**src/gb_pkg.sv**
```systemverilog
`default_nettype none

package gb_pkg;

  // --------------------------------------------------------------------
  // memory map
  // --------------------------------------------------------------------
  localparam logic [15:0] ADDR_IF  = 16'hFF0F;
  localparam logic [15:0] ADDR_IE  = 16'hFFFF;
  localparam logic [15:0] ADDR_SB  = 16'hFF01;
  localparam logic [15:0] VEC_BASE = 16'h0040;

  // vblank, stat, timer, serial, joypad
  localparam int INT_COUNT = 5;

  // --------------------------------------------------------------------
  // bus and io requests
  // --------------------------------------------------------------------
  typedef struct packed {
    logic [15:0] addr;
    logic        we;
    logic [7:0]  wdata;
  } mem_req_t;

  // ie/if access forwarded by the memory decoder
  typedef struct packed {
    logic       sel_ie;
    logic       sel_if;
    logic       we;
    logic [7:0] wdata;
  } io_req_t;

  // --------------------------------------------------------------------
  // cpu and alu types
  // --------------------------------------------------------------------
  typedef enum logic [3:0] {
    FETCH,
    DECODE,
    ARG_LO,
    ARG_HI,
    MEM_RD,
    MEM_WR,
    PUSH_HI,
    PUSH_LO,
    POP_LO,
    POP_HI,
    HALT,
    INT_ENTRY
  } cpu_state_t;

  typedef enum logic [2:0] {
    ADD,
    SUB,
    AND,
    XOR,
    OR,
    CP,
    INC,
    DEC
  } alu_op_t;

  // same order as the upper nibble of F
  typedef struct packed {
    logic z;
    logic n;
    logic h;
    logic c;
  } alu_flags_t;

endpackage

`default_nettype wire

```
**src/gb_irq_ctrl.sv**
```systemverilog
`timescale 1ns/1ps
`default_nettype none

module gb_irq_ctrl
  import gb_pkg::*;
(
  input  logic                 clk,
  input  logic                 rst,
  input  logic [INT_COUNT-1:0] irq,
  input  io_req_t              io,
  input  logic                 int_ack,
  output logic [7:0]           io_rdata,
  output logic                 pending,
  output logic [2:0]           vec_idx
);

  logic [INT_COUNT-1:0] ie_reg;
  logic [INT_COUNT-1:0] if_reg;
  logic [INT_COUNT-1:0] irq_prev;
  logic [INT_COUNT-1:0] rise;
  logic [INT_COUNT-1:0] active;
  logic [INT_COUNT-1:0] ack_mask;
  logic [INT_COUNT-1:0] if_base;

  assign rise    = irq & ~irq_prev;
  assign active  = ie_reg & if_reg;
  assign pending = |active;

  // lowest numbered line has priority
  always_comb begin
    vec_idx = 3'd0;
    for (int i = INT_COUNT - 1; i >= 0; i--) begin
      if (active[i]) begin
        vec_idx = 3'(i);
      end
    end
  end

  always_comb begin
    ack_mask = '0;
    if (int_ack) begin
      ack_mask[vec_idx] = 1'b1;
    end
    // software write replaces IF, a new edge still gets in
    if (io.sel_if && io.we) begin
      if_base = io.wdata[INT_COUNT-1:0];
    end else begin
      if_base = if_reg & ~ack_mask;
    end
  end

  always_comb begin
    io_rdata = 8'h00;
    if (io.sel_ie) begin
      io_rdata = 8'(ie_reg);
    end else if (io.sel_if) begin
      io_rdata = 8'(if_reg);
    end
  end

  always_ff @(posedge clk) begin
    if (rst) begin
      ie_reg   <= '0;
      if_reg   <= '0;
      irq_prev <= '0;
    end else begin
      irq_prev <= irq;
      if_reg   <= if_base | rise;
      if (io.sel_ie && io.we) begin
        ie_reg <= io.wdata[INT_COUNT-1:0];
      end
    end
  end

endmodule

`default_nettype wire

```
**config.mk**
```make
export PLATFORM = sky130hd
export DESIGN_NAME = gb_irq_ctrl
export DESIGN_NICKNAME = d
export VERILOG_FILES = /design/src/gb_pkg.sv /design/src/gb_irq_ctrl.sv
export SDC_FILE = /design/constraint.sdc
export NUM_CORES = 1
export LEC_CHECK = 0
export ABC_AREA = 1
export ABC_CLOCK_PERIOD_IN_PS = 1950
export BUFFER_PORTS_ARGS = -buffer_cell sky130_fd_sc_hd__buf_2
export CORE_MARGIN = 4
export CORE_UTILIZATION = 50
export DETAILED_ROUTE_END_ITERATION = 8
export PLACE_DENSITY_LB_ADDON = 0.25
export SLEW_MARGIN = 10
export SYNTH_ARGS = -nofsm -noshare
export SYNTH_HDL_FRONTEND = slang
export SYNTH_SLANG_ARGS = --single-unit
```
**constraint.sdc**
```tcl
create_clock -name clk -period 1.95 [get_ports clk]
set_input_delay 0.0975 -clock clk [delete_from_list [all_inputs] [get_ports clk]]
set_output_delay 0.0975 -clock clk [all_outputs]
set_load 0.02 [all_outputs]
```
---- Word-level counts from Yosys, hierarchy flattened ----
Index checks and enable logic that the tools add are counted.
operators by class
  add/sub/neg operators ................... 0
  $mul .................................... 0
  div/mod/pow operators ................... 0
  magnitude comparators ................... 2
  equality and inequality tests ........... 0
  shifts and indexed selects .............. 0
  multiplexer cells ....................... 11
  bitwise logic cells ..................... 6
  reductions and logical operators ........ 4
operators by type and width
  operator                                                                      count
  5-bit 2-to-1 mux                                                              4
  5-bit AND                                                                     3
  3-bit 2-to-1 mux                                                              5
  5-bit inverter                                                                2
  5-bit bitwise OR                                                              1
  5-bit OR reduction                                                            1
  3-bit by 4-bit less-than comparator with 1-bit output, second input constant  1
  1-bit demux with 3-bit select                                                 1
  3-bit by 1-bit >= comparator with 1-bit output, second input constant         1
  1-bit logical AND                                                             3
  1-bit 2-to-1 mux                                                              1
storage, ports and cells
  bits in registers ....................... 15
  latch bits .............................. 0
  RAM bits ................................ 0
  memory bits (read-only) ................. 0
  bits of input ports ..................... 19
  logic and storage cells ................. 26
  memories kept ........................... 0

---- Logic depth before layout (Yosys ltp) ----
  depth after elaboration ................. 15
  mapped depth ............................ 8

---- Least setup slack after synthesis ----
OpenSTA, ideal clock, no wires.
  path kind ............................... reg2reg
  from .................................... register if_reg[2]
  to ...................................... register if_reg[4]
  library setup time ...................... 0.128 ns
  data arrival time ....................... 1.090 ns
  data required time ...................... 1.822 ns
  slack ................................... 0.732 ns
  cell stages (with the launch flop) ...... 7
  period minus slack after synthesis ...... 1.218 ns
  cell sequence ........................... dfxtp_1 > nand2_2 > nand2_2 > nor3_2 > nand2_1 > a21oi_1 > nor2_1
between the ends
  word-level cells in the longest chain between the ends .. 13
ends and longest elaborated chain
  element                                                                                                                                        RTL line           text
  from (decl)                                                                                                                                    gb_irq_ctrl.sv:18  logic [INT_COUNT-1:0] if_reg;
  from (signal assigned)                                                                                                                         gb_irq_ctrl.sv:68  if_reg <= if_base | rise;
  5-bit AND (*)                                                                                                                                  gb_irq_ctrl.sv:26  assign active = ie_reg & if_reg;
  3-bit 2-to-1 mux (*) (3 in a row)                                                                                                              gb_irq_ctrl.sv:33  if (active[i]) begin
  named net vec_idx[2]                                                                                                                           gb_irq_ctrl.sv:14  output logic [2:0] vec_idx
  3-bit by 4-bit less-than comparator with 1-bit output (not written as such) or 3-bit by 1-bit >= comparator with 1-bit output (tied branches)  gb_irq_ctrl.sv:42  ack_mask[vec_idx] = 1'b1;
  1-bit logical AND (not written as such)                                                                                                        gb_irq_ctrl.sv:42
  1-bit 2-to-1 mux (not written as such)                                                                                                         gb_irq_ctrl.sv:42
  1-bit demux with 3-bit select (*)                                                                                                              gb_irq_ctrl.sv:42
  5-bit 2-to-1 mux (*)                                                                                                                           gb_irq_ctrl.sv:41  if (int_ack) begin
  5-bit inverter (*)                                                                                                                             gb_irq_ctrl.sv:48  if_base = if_reg & ~ack_mask;
  5-bit AND (*)                                                                                                                                  gb_irq_ctrl.sv:48
  5-bit 2-to-1 mux (*)                                                                                                                           gb_irq_ctrl.sv:45  if (io.sel_if && io.we) begin
  5-bit bitwise OR (*)                                                                                                                           gb_irq_ctrl.sv:68
Mark *: on every way through the listed nets, which the timed path passes. The rest lies on a longest branch.
A chain may end at the register's enable or synchronous reset.

---- Final worst setup path ----
  from .................................... register ie_reg[3]
  to ...................................... output vec_idx[0]
between the ends
  word-level cells in the longest chain between the ends .. 5
ends and longest elaborated chain
  element                        RTL line           text
  from (decl)                    gb_irq_ctrl.sv:17  logic [INT_COUNT-1:0] ie_reg;
  from (signal assigned)         gb_irq_ctrl.sv:70  ie_reg <= io.wdata[INT_COUNT-1:0];
  5-bit AND                      gb_irq_ctrl.sv:26
  3-bit 2-to-1 mux (4 in a row)  gb_irq_ctrl.sv:33
  to (decl)                      gb_irq_ctrl.sv:14
Every way passes these cells.

==> metrics.yaml <==
post-route-period-util_pct: 67.3
arrival_ns: 1.21
yosysMostFrequentCell: "nand2_1"
powerDensity_mw_per_mm2: 698
yosysTopAreaCell: "dfxtp_1"
switching_power_uw: 192
crit_slowest_cell: "dfxtp_1"
p_leak_nw: 0.516
ys_ff_latch: 15
path_clk_slew_ns: 0.09
nFillCells: 131
final.min_clock_period_ns: 1.31
clock_sinks: 15
syn_avg_cell_area_um2: 6.70
p_sw_share_pct: 29.7
first_pass_iters: 4
drive_above_1_share_pct: 28.2
worstHoldPathType: "input pin to flip-flop"
ys_seq_area_share_pct: 38.6
final_nets: 162
status: "finished, final reports clean"
cp_cell_sequence: "nand2_2 -> inv_1 -> nand2_2 -> a21oi_4 -> buf_2"
synthFlopType: "dfxtp_1"
ioPinCount: 31
wl_per_cell_um: 11.4
cts_tree: "done"
worst_clock_skew_ns: 0.00372
grt_pass1_vias: 698
grt_pass1_wl_um: 2790
hold_viol_final: 0
critical_path.max_stage_delay_ns: 0.38
required_ns: 1.85
finalWeightedCongestion: 0.858
fin_cells: 157
dpl.cell_count: 153
fin_area_um2: 923
drv_slew: 0
synth_cell_types: 19
hold_ws_ns: 0.0244
syn_inst: 116
critPathTopFamily: "flip-flops"
drtIter0Drc: 9
numPortBuffers: 24
end_kind: "output port"
dieWidth_um: 47.4
core_mm2: 0.00138
rows: 13
critPathMaxFanout: 3
start_util_pct: 56.2
grt_max_degree: 16
synth_edf_count: 0
crit_top_cell: "nand2_2"
postCtsSetupRepairBufs: 0
setup_violations: 0
vias: 778
insertion_delay_ns: 0.28
final.setup.tns_ns: 0
grt_overflow: 0
hold_buffers: 0
numCtsBuffers: 3
die_h_um: 47.4
drc: 0
final-seq-area_um2: 300
clockBufferDepth: 2
cts_root_buf: "clkbuf_4"
placed_cell_area_um2: 897
synth_commonest_cells: "23 x nand2_1, 21 x inv_1, 15 x dfxtp_1, 15 x nor2_1"
syn-cell-area_um2: 777
ir_worst_vdd_uv: 425
hpwlAfterDp_um: 1410
drv_cap: 0
antenna_found_initial: 0
dieArea_mm2: 0.00225
h-tree-depth: 1
crit_type: "flip-flop to output port"
multi_input_area_um2: 372
antenna_left: 0
diodes: 0
grtUsageTotal_pct: 18.2
clkPwrFrac_pct: 27.3
post_cts_resized: 0
syn_to_final_growth_pct: 18.8
async_flop_share_pct: 0
path_buf_inv: 2
viasPerCell: 4.96
timing.fmax_mhz: 762
cp-start-kind: "flip-flop"
wl_um: 1790
rsz0062_at_grt: "false"
synth_area_leaders: "dfxtp_1 39%, nand2_1 11%, inv_1 10%"
pwr-share-seq_pct: 52.6
combPwrFrac_pct: 20.1
synth_top_area_share_pct: 38.6
ys_warn_count: 0
power.internal_uw: 453
## logic make-up after synthesis
kind of cell / Yosys count / share of synthesized area, %
AOI/OAI and AO/OA: 21 / 16.9
buffers and inverters: 27 / 14.5
DFF: 15 / 38.6
other: 1 / 0.483
and+or+nand+nor: 52 / 29.5
## stage by stage
stage / util (%) / power [mW] / worst slack [ns]
6_report: 66.8 / 0.644 / 0.638
5_1_grt: 66.8 / 0.679 / 0.550
4_1_cts: 66.8 / 0.649 / 0.637
3_5_place_dp: 64.9 / 0.475 / 0.840
3_3_place_gp: 64.9 / 0.469 / 0.880
2_1_floorplan: - / 0.433 / 0.732
## worst paths after layout
| check | start | endpoint | slack (ns) | cells past startpoint |
|---|---|---|---|---|
| worst min register to register | ie_reg[3] | ie_reg[3] | 0.51 | 2 |
| worst max register to register | ie_reg[2] | if_reg[3] | 0.82 | 7 |
| worst max-delay path | ie_reg[3] | vec_idx[0] | 0.64 | 5 |
| worst min-delay path | irq[2] | irq_prev[2] | 0.02 | 3 |
## power by group through the flow
stage | clock network [mW] | registers [mW] | logic [mW]
floorplan | 0 | 0.343 | 0.0903
global placement | 0 | 0.344 | 0.125
detailed placement | 0 | 0.346 | 0.129
CTS | 0.180 | 0.339 | 0.130
global route | 0.193 | 0.341 | 0.145
finish | 0.176 | 0.339 | 0.129
## area by class of cell
cell class | count | area share [%]
multi-input cells | 76 | 40.2
repair buffers | 24 | 13.0
inverters | 23 | 9.35
well taps | 15 | 2.03
flip-flops and latches | 15 | 32.5
clock buffers | 4 | 2.85
## metal layers
layer,track usage [%],vias to the layer above,wire length (um)
met4,8.29,0,22
met2,30.5,33,812
li1,-,404,-
met5,0,-,0
met3,4.51,4,174
met1,21.8,337,779
## worst reg2reg max path, cell delays in order (launching register included)
cell,delay [ns]
dfxtp_1,0.39
nand2_2,0.10
nand2_2,0.13
nand2_2,0.07
nor2_2,0.10
nand2_1,0.06
a21oi_1,0.13
nor2_1,0.05
## cells in the final DEF, fill, tap and decap left out, drive strengths merged, types with 3 or more instances in the layout
| cell | n |
|---|---|
| nand3 | 4 |
| a211oi | 3 |
| conb | 3 |
| buf | 24 |
| dfxtp | 15 |
| o21ai | 7 |
| inv | 23 |
| nand2 | 30 |
| o22ai | 3 |
| clkbuf | 4 |
| a21oi | 8 |
| nor2 | 16 |
(Power assumes the default switching activity.)
