<file path="src/gb_pkg.sv">
`default_nettype none

package gb_pkg;

  // --------------------------------------------------------------------
  // memory map
  // --------------------------------------------------------------------
  localparam logic [15:0] ADDR_IF  = 16'hFF0F;
  localparam logic [15:0] ADDR_IE  = 16'hFFFF;
  localparam logic [15:0] ADDR_SB  = 16'hFF01;
  localparam logic [15:0] VEC_BASE = 16'h0040;

  // vblank, stat, timer, serial, joypad
  localparam int INT_COUNT = 5;

  // --------------------------------------------------------------------
  // bus and io requests
  // --------------------------------------------------------------------
  typedef struct packed {
    logic [15:0] addr;
    logic        we;
    logic [7:0]  wdata;
  } mem_req_t;

  // ie/if access forwarded by the memory decoder
  typedef struct packed {
    logic       sel_ie;
    logic       sel_if;
    logic       we;
    logic [7:0] wdata;
  } io_req_t;

  // --------------------------------------------------------------------
  // cpu and alu types
  // --------------------------------------------------------------------
  typedef enum logic [3:0] {
    FETCH,
    DECODE,
    ARG_LO,
    ARG_HI,
    MEM_RD,
    MEM_WR,
    PUSH_HI,
    PUSH_LO,
    POP_LO,
    POP_HI,
    HALT,
    INT_ENTRY
  } cpu_state_t;

  typedef enum logic [2:0] {
    ADD,
    SUB,
    AND,
    XOR,
    OR,
    CP,
    INC,
    DEC
  } alu_op_t;

  // same order as the upper nibble of F
  typedef struct packed {
    logic z;
    logic n;
    logic h;
    logic c;
  } alu_flags_t;

endpackage

`default_nettype wire

</file>
<file path="src/gb_alu.sv">
`timescale 1ns/1ps
`default_nettype none

module gb_alu
  import gb_pkg::*;
(
  input  alu_op_t    op,
  input  logic [7:0] a,
  input  logic [7:0] b,
  input  alu_flags_t cin_flags,
  output logic [7:0] y,
  output alu_flags_t flags
);

  logic [8:0] sum;
  logic [8:0] diff;
  logic [4:0] sum_lo;
  logic [4:0] diff_lo;

  // carry and borrow out of bit 7 and bit 3
  assign sum     = {1'b0, a} + {1'b0, b};
  assign diff    = {1'b0, a} - {1'b0, b};
  assign sum_lo  = {1'b0, a[3:0]} + {1'b0, b[3:0]};
  assign diff_lo = {1'b0, a[3:0]} - {1'b0, b[3:0]};

  always_comb begin
    y     = a;
    flags = cin_flags;
    case (op)
      ADD: begin
        y       = sum[7:0];
        flags.n = 1'b0;
        flags.h = sum_lo[4];
        flags.c = sum[8];
      end
      SUB, CP: begin
        // cp leaves a untouched
        if (op == SUB) begin
          y = diff[7:0];
        end
        flags.n = 1'b1;
        flags.h = diff_lo[4];
        flags.c = diff[8];
      end
      AND: begin
        y       = a & b;
        flags.n = 1'b0;
        flags.h = 1'b1;
        flags.c = 1'b0;
      end
      XOR, OR: begin
        y       = (op == XOR) ? (a ^ b) : (a | b);
        flags.n = 1'b0;
        flags.h = 1'b0;
        flags.c = 1'b0;
      end
      INC: begin
        y       = a + 8'd1;
        flags.n = 1'b0;
        flags.h = (a[3:0] == 4'hF);
      end
      DEC: begin
        y       = a - 8'd1;
        flags.n = 1'b1;
        flags.h = (a[3:0] == 4'h0);
      end
    endcase
    flags.z = (op == CP) ? (diff[7:0] == 8'h00) : (y == 8'h00);
  end

endmodule

`default_nettype wire

</file>
<file path="src/gb_cpu.sv">
`timescale 1ns/1ps
`default_nettype none

module gb_cpu
  import gb_pkg::*;
(
  input  logic       clk,
  input  logic       rst,
  input  logic       ack,
  input  logic [7:0] rdata,
  input  logic       pending,
  input  logic [2:0] vec_idx,
  output logic       req,
  output mem_req_t   mreq,
  output logic       int_ack,
  output logic       halted
);

  localparam logic [7:0] OP_HALT  = 8'h76;
  localparam logic [7:0] OP_JP    = 8'hC3;
  localparam logic [7:0] OP_RETI  = 8'hD9;
  localparam logic [7:0] OP_JP_HL = 8'hE9;
  localparam logic [7:0] OP_LD_NN = 8'hEA;
  localparam logic [7:0] OP_DI    = 8'hF3;
  localparam logic [7:0] OP_EI    = 8'hFB;

  // indexed as in the opcode, b c d e h l (hl) a
  // slot 6 is (hl) and is never written
  logic [7:0]  regs [0:7];
  alu_flags_t  f;
  logic [15:0] sp;
  logic [15:0] pc;
  logic        ime;

  cpu_state_t  state;
  logic [7:0]  op;
  logic [7:0]  arg_lo;
  logic [7:0]  arg_hi;
  logic [2:0]  vec_num;
  logic [15:0] hl;

  logic [1:0]  quad;
  logic [2:0]  row;
  logic [2:0]  col;
  logic        is_ld_d8;
  logic        is_ld_d16;
  logic        is_incdec;
  logic        is_alu;
  logic        needs_arg;

  alu_op_t     alu_op;
  logic [7:0]  alu_a;
  logic [7:0]  alu_y;
  alu_flags_t  alu_flags;

  mem_req_t    next_req;
  logic        bus_state;
  logic        bus_idle;
  logic        bus_done;
  logic        take_int;

  // ------------------------------------------------------------------
  // decode
  // ------------------------------------------------------------------
  assign quad = op[7:6];
  assign row  = op[5:3];
  assign col  = op[2:0];
  assign hl   = {regs[4], regs[5]};

  assign is_ld_d8  = (quad == 2'd0) && (col == 3'd6) && (row != 3'd6);
  assign is_ld_d16 = (quad == 2'd0) && (col == 3'd1) && !row[0];
  assign is_incdec = (quad == 2'd0) && (col[2:1] == 2'b10) && (row != 3'd6);
  // adc and sbc are not part of the subset
  assign is_alu    = (quad == 2'd2) && (col != 3'd6) && (row != 3'd1) && (row != 3'd3);
  assign needs_arg = is_ld_d8 || is_ld_d16 || (op == OP_JP) || (op == OP_LD_NN);

  always_comb begin
    alu_a = regs[7];
    case (row)
      3'd0:    alu_op = ADD;
      3'd2:    alu_op = SUB;
      3'd4:    alu_op = AND;
      3'd5:    alu_op = XOR;
      3'd6:    alu_op = OR;
      default: alu_op = CP;
    endcase
    if (quad == 2'd0) begin
      alu_a  = regs[row];
      alu_op = col[0] ? DEC : INC;
    end
  end

  gb_alu u_alu (
    .op        (alu_op),
    .a         (alu_a),
    .b         (regs[col]),
    .cin_flags (f),
    .y         (alu_y),
    .flags     (alu_flags)
  );

  // ------------------------------------------------------------------
  // bus master
  // ------------------------------------------------------------------
  assign bus_state = !(state inside {DECODE, HALT, INT_ENTRY});
  assign bus_idle  = !req && !ack;
  assign bus_done  = req && ack;
  assign take_int  = (state == FETCH) && bus_idle && ime && pending;

  always_comb begin
    next_req.addr  = pc;
    next_req.we    = 1'b0;
    next_req.wdata = 8'h00;
    case (state)
      MEM_RD: next_req.addr = hl;
      MEM_WR: begin
        next_req.addr  = (op == OP_LD_NN) ? {arg_hi, arg_lo} : hl;
        next_req.we    = 1'b1;
        next_req.wdata = (op == OP_LD_NN) ? regs[7] : regs[col];
      end
      PUSH_HI, PUSH_LO: begin
        next_req.addr  = sp;
        next_req.we    = 1'b1;
        next_req.wdata = (state == PUSH_HI) ? pc[15:8] : pc[7:0];
      end
      POP_LO, POP_HI: next_req.addr = sp;
      default: ;
    endcase
  end

  // ------------------------------------------------------------------
  // main state machine
  // ------------------------------------------------------------------
  always_ff @(posedge clk) begin
    if (rst) begin
      state   <= FETCH;
      req     <= 1'b0;
      int_ack <= 1'b0;
      halted  <= 1'b0;
      pc      <= 16'h0000;
      sp      <= 16'hFFFE;
      ime     <= 1'b0;
    end else begin
      int_ack <= 1'b0;
      if (bus_state && bus_idle && !take_int) begin
        req  <= 1'b1;
        mreq <= next_req;
      end
      if (bus_done) begin
        req <= 1'b0;
      end
      case (state)
        FETCH: begin
          if (take_int) begin
            int_ack <= 1'b1;
            ime     <= 1'b0;
            state   <= INT_ENTRY;
          end else if (bus_done) begin
            op    <= rdata;
            pc    <= pc + 16'd1;
            state <= DECODE;
          end
        end
        DECODE: begin
          state <= FETCH;
          if (needs_arg) begin
            state <= ARG_LO;
          end else if (op == OP_HALT) begin
            halted <= 1'b1;
            state  <= HALT;
          end else if (quad == 2'd1) begin
            if (col == 3'd6) begin
              state <= MEM_RD;
            end else if (row == 3'd6) begin
              state <= MEM_WR;
            end else begin
              regs[row] <= regs[col];
            end
          end else if (is_incdec) begin
            regs[row] <= alu_y;
            f         <= alu_flags;
          end else if (is_alu) begin
            // cp hands a back unchanged
            regs[7] <= alu_y;
            f       <= alu_flags;
          end else if (op == OP_JP_HL) begin
            pc <= hl;
          end else if (op == OP_DI) begin
            ime <= 1'b0;
          end else if (op == OP_EI) begin
            ime <= 1'b1;
          end else if (op == OP_RETI) begin
            state <= POP_LO;
          end
        end
        ARG_LO: begin
          if (bus_done) begin
            arg_lo <= rdata;
            pc     <= pc + 16'd1;
            if (is_ld_d8) begin
              regs[row] <= rdata;
              state     <= FETCH;
            end else begin
              state <= ARG_HI;
            end
          end
        end
        ARG_HI: begin
          if (bus_done) begin
            arg_hi <= rdata;
            pc     <= pc + 16'd1;
            state  <= FETCH;
            if (op == OP_JP) begin
              pc <= {rdata, arg_lo};
            end else if (op == OP_LD_NN) begin
              state <= MEM_WR;
            end else if (row[2:1] == 2'd3) begin
              sp <= {rdata, arg_lo};
            end else begin
              regs[{row[2:1], 1'b0}] <= rdata;
              regs[{row[2:1], 1'b1}] <= arg_lo;
            end
          end
        end
        MEM_RD: begin
          if (bus_done) begin
            regs[row] <= rdata;
            state     <= FETCH;
          end
        end
        MEM_WR: begin
          if (bus_done) begin
            state <= FETCH;
          end
        end
        INT_ENTRY: begin
          // int_ack is high now, so vec_idx names the cleared line
          vec_num <= vec_idx;
          sp      <= sp - 16'd1;
          state   <= PUSH_HI;
        end
        PUSH_HI: begin
          if (bus_done) begin
            sp    <= sp - 16'd1;
            state <= PUSH_LO;
          end
        end
        PUSH_LO: begin
          if (bus_done) begin
            pc    <= VEC_BASE + {10'd0, vec_num, 3'b000};
            state <= FETCH;
          end
        end
        POP_LO: begin
          if (bus_done) begin
            arg_lo <= rdata;
            sp     <= sp + 16'd1;
            state  <= POP_HI;
          end
        end
        POP_HI: begin
          if (bus_done) begin
            pc    <= {rdata, arg_lo};
            sp    <= sp + 16'd1;
            ime   <= 1'b1;
            state <= FETCH;
          end
        end
        HALT: begin
          // wake on any pending line, fetch takes it if ime is set
          if (pending) begin
            halted <= 1'b0;
            state  <= FETCH;
          end
        end
        default: state <= FETCH;
      endcase
    end
  end

endmodule

`default_nettype wire

</file>
<file path="config.mk">
export PLATFORM = sky130hd
export DESIGN_NAME = gb_cpu
export DESIGN_NICKNAME = d
export VERILOG_FILES = /design/src/gb_pkg.sv /design/src/gb_alu.sv /design/src/gb_cpu.sv
export SDC_FILE = /design/constraint.sdc
export NUM_CORES = 1
export LEC_CHECK = 0
export CORE_ASPECT_RATIO = 2
export CORE_MARGIN = 5
export CORE_UTILIZATION = 45
export DETAILED_ROUTE_END_ITERATION = 10
export DONT_BUFFER_PORTS = 1
export PLACE_DENSITY = 0.69
export SYNTH_ARGS = -nofsm -noshare
export SYNTH_HDL_FRONTEND = slang
export SYNTH_SLANG_ARGS = --single-unit
</file>
<file path="constraint.sdc">
create_clock -name clk -period 8.7 [get_ports clk]
set_clock_uncertainty 0.15 [all_clocks]
set_input_delay 0.87 -clock clk [delete_from_list [all_inputs] [get_ports clk]]
set_output_delay 0.87 -clock clk [all_outputs]
set_load 0.02 [all_outputs]
</file>
; ---- Word-level counts from Yosys, hierarchy flattened
; Memories as Yosys holds them, arrays and structs flattened. A register that Yosys moved wholly into a read port is not among the register bits.
; Index checks and enable logic that the tools add are counted.
[totals]
ram_bits = 64
reg_bits = 92
n_memories = 1
word_cells = 270
mem_bits_ro = 0
in_bits = 15
latch_bits = 0
output_inout_bits = 28
[op_classes]
n_div = 0
shift = 0
bitwise = 9
n_lt_le_gt_ge = 0
reduce_logical = 54
eq_ne = 63
n_mul = 0
add_sub_neg = 8
mux = 121
[mem_list]
columns = name, words, width, rd, rd_ports_with_merged_regs, write_ports, line_no
row1 = regs, 8, 8, 5, 2, 2, gb_cpu.sv:29  ; logic [7:0] regs [0:7];
[op_table]
columns = operator, n
row1 = two-way mux 16 bit, 19
row2 = one-hot mux 16 bit (6 select lines), 1
row3 = two-way mux 8 bit, 10
row4 = two-way mux 4 bit, 17
row5 = one-hot mux 16 bit (4 select lines), 1
row6 = two-way mux 1 bit, 56
row7 = "== test 8 bit, second input constant", 6
row8 = one-hot mux 16 bit (3 select lines), 1
row9 = one-hot mux 8 bit (6 select lines), 1
row10 = "!= test 2 bit, second input constant", 18
row11 = one-hot mux 4 bit (9 select lines), 1
row12 = "adder 16 x 1 -> 16 bit, second input constant", 2
row13 = two-way mux 3 bit, 9
row14 = "== test 3 bit, second input constant", 8
row15 = one-hot mux 9 bit (2 select lines), 1
row16 = "== test 4 x 3 -> 1 bit, second input constant", 4
row17 = "== test 4 bit, second input constant", 4
row18 = logical AND 1 bit, 16
row19 = OR reduction 8 bit, 2
row20 = "subtractor 16 x 1 -> 16 bit, second input constant", 1
row21 = one-hot mux 3 bit (5 select lines), 1
row22 = AND reduction 7 bit, 2
row23 = OR reduction 2 bit, 7
row24 = AND reduction 11 bit, 1
row25 = other kinds (38), 66

; ---- Longest topological paths before layout
[logic_depth]
ltp_word = 15
depth_mapped = 16

; ---- Modules after synthesis
; Synthesis repeated with hierarchy kept, for this count alone.
[hier_totals]
hier_cells = 1213
hier_area_um2 = 12101.6
[modules_own_cells]
columns = module, instances, cells_per_inst, area_per_inst_um2
row1 = gb_cpu, 1, 945, 10261.1
row2 = gb_alu, 1, 268, 1840.5

; ---- Least setup slack after synthesis
; OpenSTA, ideal clock, no wires.
[synth_timing]
path_type = register to register
startpoint = register with a tool-made name
endpoint = memory regs[4][7] (data pin)
slack_ps = 4578
path_stages_with_launch = 16
setup_time_ps = 270
arrival_time_ps = 3702
path_cell_list = dfxtp_1 clkbuf_1 clkbuf_1 mux4_2 mux2i_1 o21ai_0 inv_1 ha_1 nor3_1 a2111oi_0 o21bai_1 a21oi_1 mux2i_1 o211a_1 a311oi_4 a21oi_1
[synth_lines]
columns = item, line_no
row1 = "end, declared", gb_cpu.sv:29

==> results.md <==
Status:
- The flow ran to the end, and the final reports show no timing, DRC or antenna violations.

Cells and area:
- The area of the multi-input gates is 0.006182 mm2.
- The storage element area is 0.004404 mm2.
- In the final layout, the share of cells above drive strength 1 is 8.990%.
- In the layout the commonest cells are nor2_1 (151), edfxtp_1 (116), a21oi_1 (111).
- The final-layout fill cell count is 2,219.
- From synthesis to final layout, the design area changed by 7.130%.
- The core occupancy in the finished layout is 48.69%.
- The most frequent standard cell in the layout excluding fill and tap cells is nor2_1.
- For this run, the post-layout net count is 1,221.

Die:
- The die boundary width is 120.8 um.
- The total die area is 0.02799 mm2.
- The cell row count is 81.
- The die span in y is 231.7 um.
- For this configuration, the core starts out at a cell density of 45.45%.
- The count of boundary I/O pins is 43.
- The region available for standard cell placement spans 0.02432 mm2.

Synthesis:
- The count of mapped cells out of synthesis is 1,195.
- The mean cell area of the mapped netlist is 9.252 um2.
- The dominant synthesized flop cell is edfxtp_1.
- Summing the sequential cell areas from Yosys gives 39.84% of the chip area.
- The async set or reset register ratio after synthesis is 0%.
- The number of distinct library cells after synthesis is 78.
- Synthesis inferred 162 register bits.
- In this run, synthesis inferred 116 flip-flops with an integrated enable.
- The warning count from the yosys run is 0.
- The synthesized area is 0.01106 mm2.
- The total nets after synthesis is 1,261.

Place:
- The number of buffers inserted by port buffering is 0.
- The estimated wirelength of the detail-placed design is 28.34 mm.
- The weighted congestion reported at the end of routability-driven placement is 0.9970.

STA:
- Setup violations remaining at the end of the flow were counted as 0.
- The relative max-transition margin is 23.77%.
- The post-route worst hold slack is 0.3280 ns.
- The total count of max-transition violations in the final report is 0.
- The minimum clock period after layout is 5.206 ns.
- The highest attainable clock frequency is 192.1 MHz.
- Setup repair after global routing left no endpoint under its margin.
- For the pin with the worst max-slew slack, the measured transition is 1.141 ns.
- The share of the clock period used by the worst path after layout is 59.84%.
- The number of endpoints with negative hold slack in the final report came to 0.
- The setup TNS is 0 ns.

Clock tree:
- The clock net sink count is 162.
- The clock passes through at most 2 buffers.
- In this run the post-CTS setup repair buffer count came out at 0.
- Once the clock tree was built, the resizer swapped 0 gates to a different size.
- TritonCTS built the clock tree.
- The clock root buffer master is clkbuf_16.
- The register clock-pin slew on the reported worst setup and hold paths is 0.07 ns.
- Hold repair after CTS inserted 0 buffers.
- Clock latency on the worst-skew pair, taken at its later pin, is 0.45 ns.
- Counting the buffers created by CTS gives 17.
- The deepest level of the CTS H-tree is 4.

Route:
- The average routed wire per standard cell is 25.51 um.
- Once detail routing completed, the nets flagged for antenna violations numbered 0.
- The first detailed-routing pass took 8 iterations.
- The detailed-route via count is 9,824.
- The routed design has 37.21 mm of wire.
- The initial detailed-routing violation count is 1,180.
- In the routed design, unresolved DRC markers number 0.
- The ratio of routed vias to standard cells is 6.733.

Setup path:
- The signal on the critical path passes through mux4_2 -> mux2i_1 -> o21ai_0 -> inv_1 -> ha_1 -> nor3_1 -> a2111oi_0 -> o21bai_1 -> a21oi_1 -> mux2i_1 -> o211a_1 -> a311oi_4 -> a21oi_1.
- The data arrival time of the critical path is 5.21 ns.
- STA classifies the critical path endpoint as a register.
- The required arrival time at the worst endpoint is 8.70 ns.
- The slowest stage of the critical path belongs to the cell a2111oi_0.
- Of all nets on the critical path, the largest fanout is 16.
- The count of buffering cells on the critical path with inverters included is 1.
- Among cell families on the critical path, the largest total delay comes from compound AO/OA/AOI/OAI gates.
- The critical path in this run is classified as register to register.
- The worst register-to-register path ends at regs[0][7].
- The cell count of the worst reg-to-reg path is 13.
- STA classifies the critical path startpoint as a register.
- The largest stage delay on the critical path is 0.90 ns.
- The setup check on the worst reg-to-reg path leaves a slack of 3.49 ns.

Global routing:
- The first global-routing pass estimated 56.19 mm of wire.
- The total global-route track usage is 26.68%.
- The final global-route overflow total is 0.
- The number of global-route vias before repair is 9,730.
- The number of antenna violations at the first check in global routing is 0.
- The largest net degree at the start of global routing is 53.

Min path:
- The cell depth of the worst hold path is 2.
- In this run the most critical hold path is launched from ime.
- The class of the tightest hold or removal check is register to register.
- The worst-case hold path end point is ime.

Run:
- Max-cap violations in this run came to 0.

Pwr:
- The worst-case IR drop observed on VDD is 0.1485 mV.
- The analysis attributes to cell leakage a power of 4.282 nW.
- The power density relative to cell area is 236.5 mW/mm2.
final cells by class:
type                            count  share of cell area [%]
Tap cell                          290                   3.064
Clock inverter                     12                   1.056
Antenna cell                        1                 0.02113
Sequential cell                   162                   37.19
Timing Repair Buffer               18                   1.141
Clock buffer                       20                   3.687
Multi-Input combinational cell    904                   52.20
Inverter                           52                   1.648
worst reg2reg max path: stages, from the launching register on:
cell       delay (ns)
dfxtp_1          0.89
mux4_2           0.38
mux2i_1          0.08
o21ai_0          0.67
inv_1            0.10
ha_1             0.41
nor3_1           0.08
a2111oi_0        0.90
o21bai_1         0.15
a21oi_1          0.23
mux2i_1          0.10
o211a_1          0.15
a311oi_4         0.46
a21oi_1          0.14
routing by layer:
metal | GRT usage (%) | routed length, um
met1 | 24.70 | 11540
met5 | 0 | 0
met2 | 48.58 | 19590
met4 | 24.40 | 4019
met3 | 4.151 | 2066
through the flow:
| stage | cell area [um2] | cells | setup WS, ns | power, mW |
|---|---|---|---|---|
| after floorplan | 11060 | 1195 | 4.578 | 1.799 |
| after global routing | 11840 | 1458 | 3.186 | 2.949 |
| after CTS | 11840 | 1458 | 3.540 | 2.784 |
| final | 11840 | 1459 | 3.494 | 2.801 |
| after global placement | 11280 | 1426 | 3.735 | 2.038 |
| after detailed placement | 11280 | 1426 | 3.563 | 2.059 |
logic make-up (layout without fill, tap and decap cells):
kind of cell	count (synthesis)	after routing	share of synthesized area, %
other	0	1	0
and+or+nand+nor	406	406	17.17
adders and majority gates	51	51	5.976
DFF	162	162	39.84
xor gates and xnor gates	25	25	1.981
muxes	60	60	9.088
AOI/OAI and AO/OA	362	362	21.39
buffers and inverters	129	102	4.561
cell usage after synthesis (all sizes together), types with 10 or more instances:
cell | count | area [um2]
a211oi | 10 | 80.07
a21oi | 111 | 555.5
a222oi | 21 | 210.2
a22oi | 17 | 127.6
a31oi | 11 | 68.82
and3 | 14 | 87.58
buf | 17 | 83.83
clkbuf | 60 | 225.2
dfxtp | 46 | 920.9
edfxtp | 116 | 3483
ha | 48 | 600.6
inv | 51 | 191.4
mux2i | 26 | 276.5
mux4 | 30 | 683.2
nand2 | 95 | 356.6
nand2b | 20 | 125.1
nand3 | 16 | 80.08
nor2 | 152 | 570.6
nor2b | 20 | 125.1
nor3 | 41 | 205.2
o211ai | 13 | 111.4
o21a | 14 | 105.1
o21ai | 85 | 425.4
or2 | 10 | 62.56
xnor2 | 16 | 140.1
state kept, by name (all words and copies together), names as in the netlist, 4 cells and up, named ones only:
register	flops
regs	64
op	8
sp	16
mreq	25
arg_lo	8
state	4
arg_hi	8
pc	16
worst max-delay path by stage:
| stage | endpoint | cells past startpoint | slack [ns] |
|---|---|---|---|
| floorplan | regs[4][7] | 15 | 4.58 |
| global placement | regs[0][7] | 13 | 3.74 |
| detailed placement | regs[0][7] | 11 | 3.56 |
| CTS | regs[0][7] | 11 | 3.54 |
| global route | regs[0][7] | 13 | 3.19 |
| finish | regs[0][7] | 13 | 3.49 |
power by group:
group          internal [mW]  switching, mW  total (mW)
logic                  0.398          0.651        1.05
clock network          0.400          0.335       0.735
registers              0.918         0.0997        1.02
total                   1.72           1.09        2.80
No activity file was read; power rests on OpenSTA's default activity.
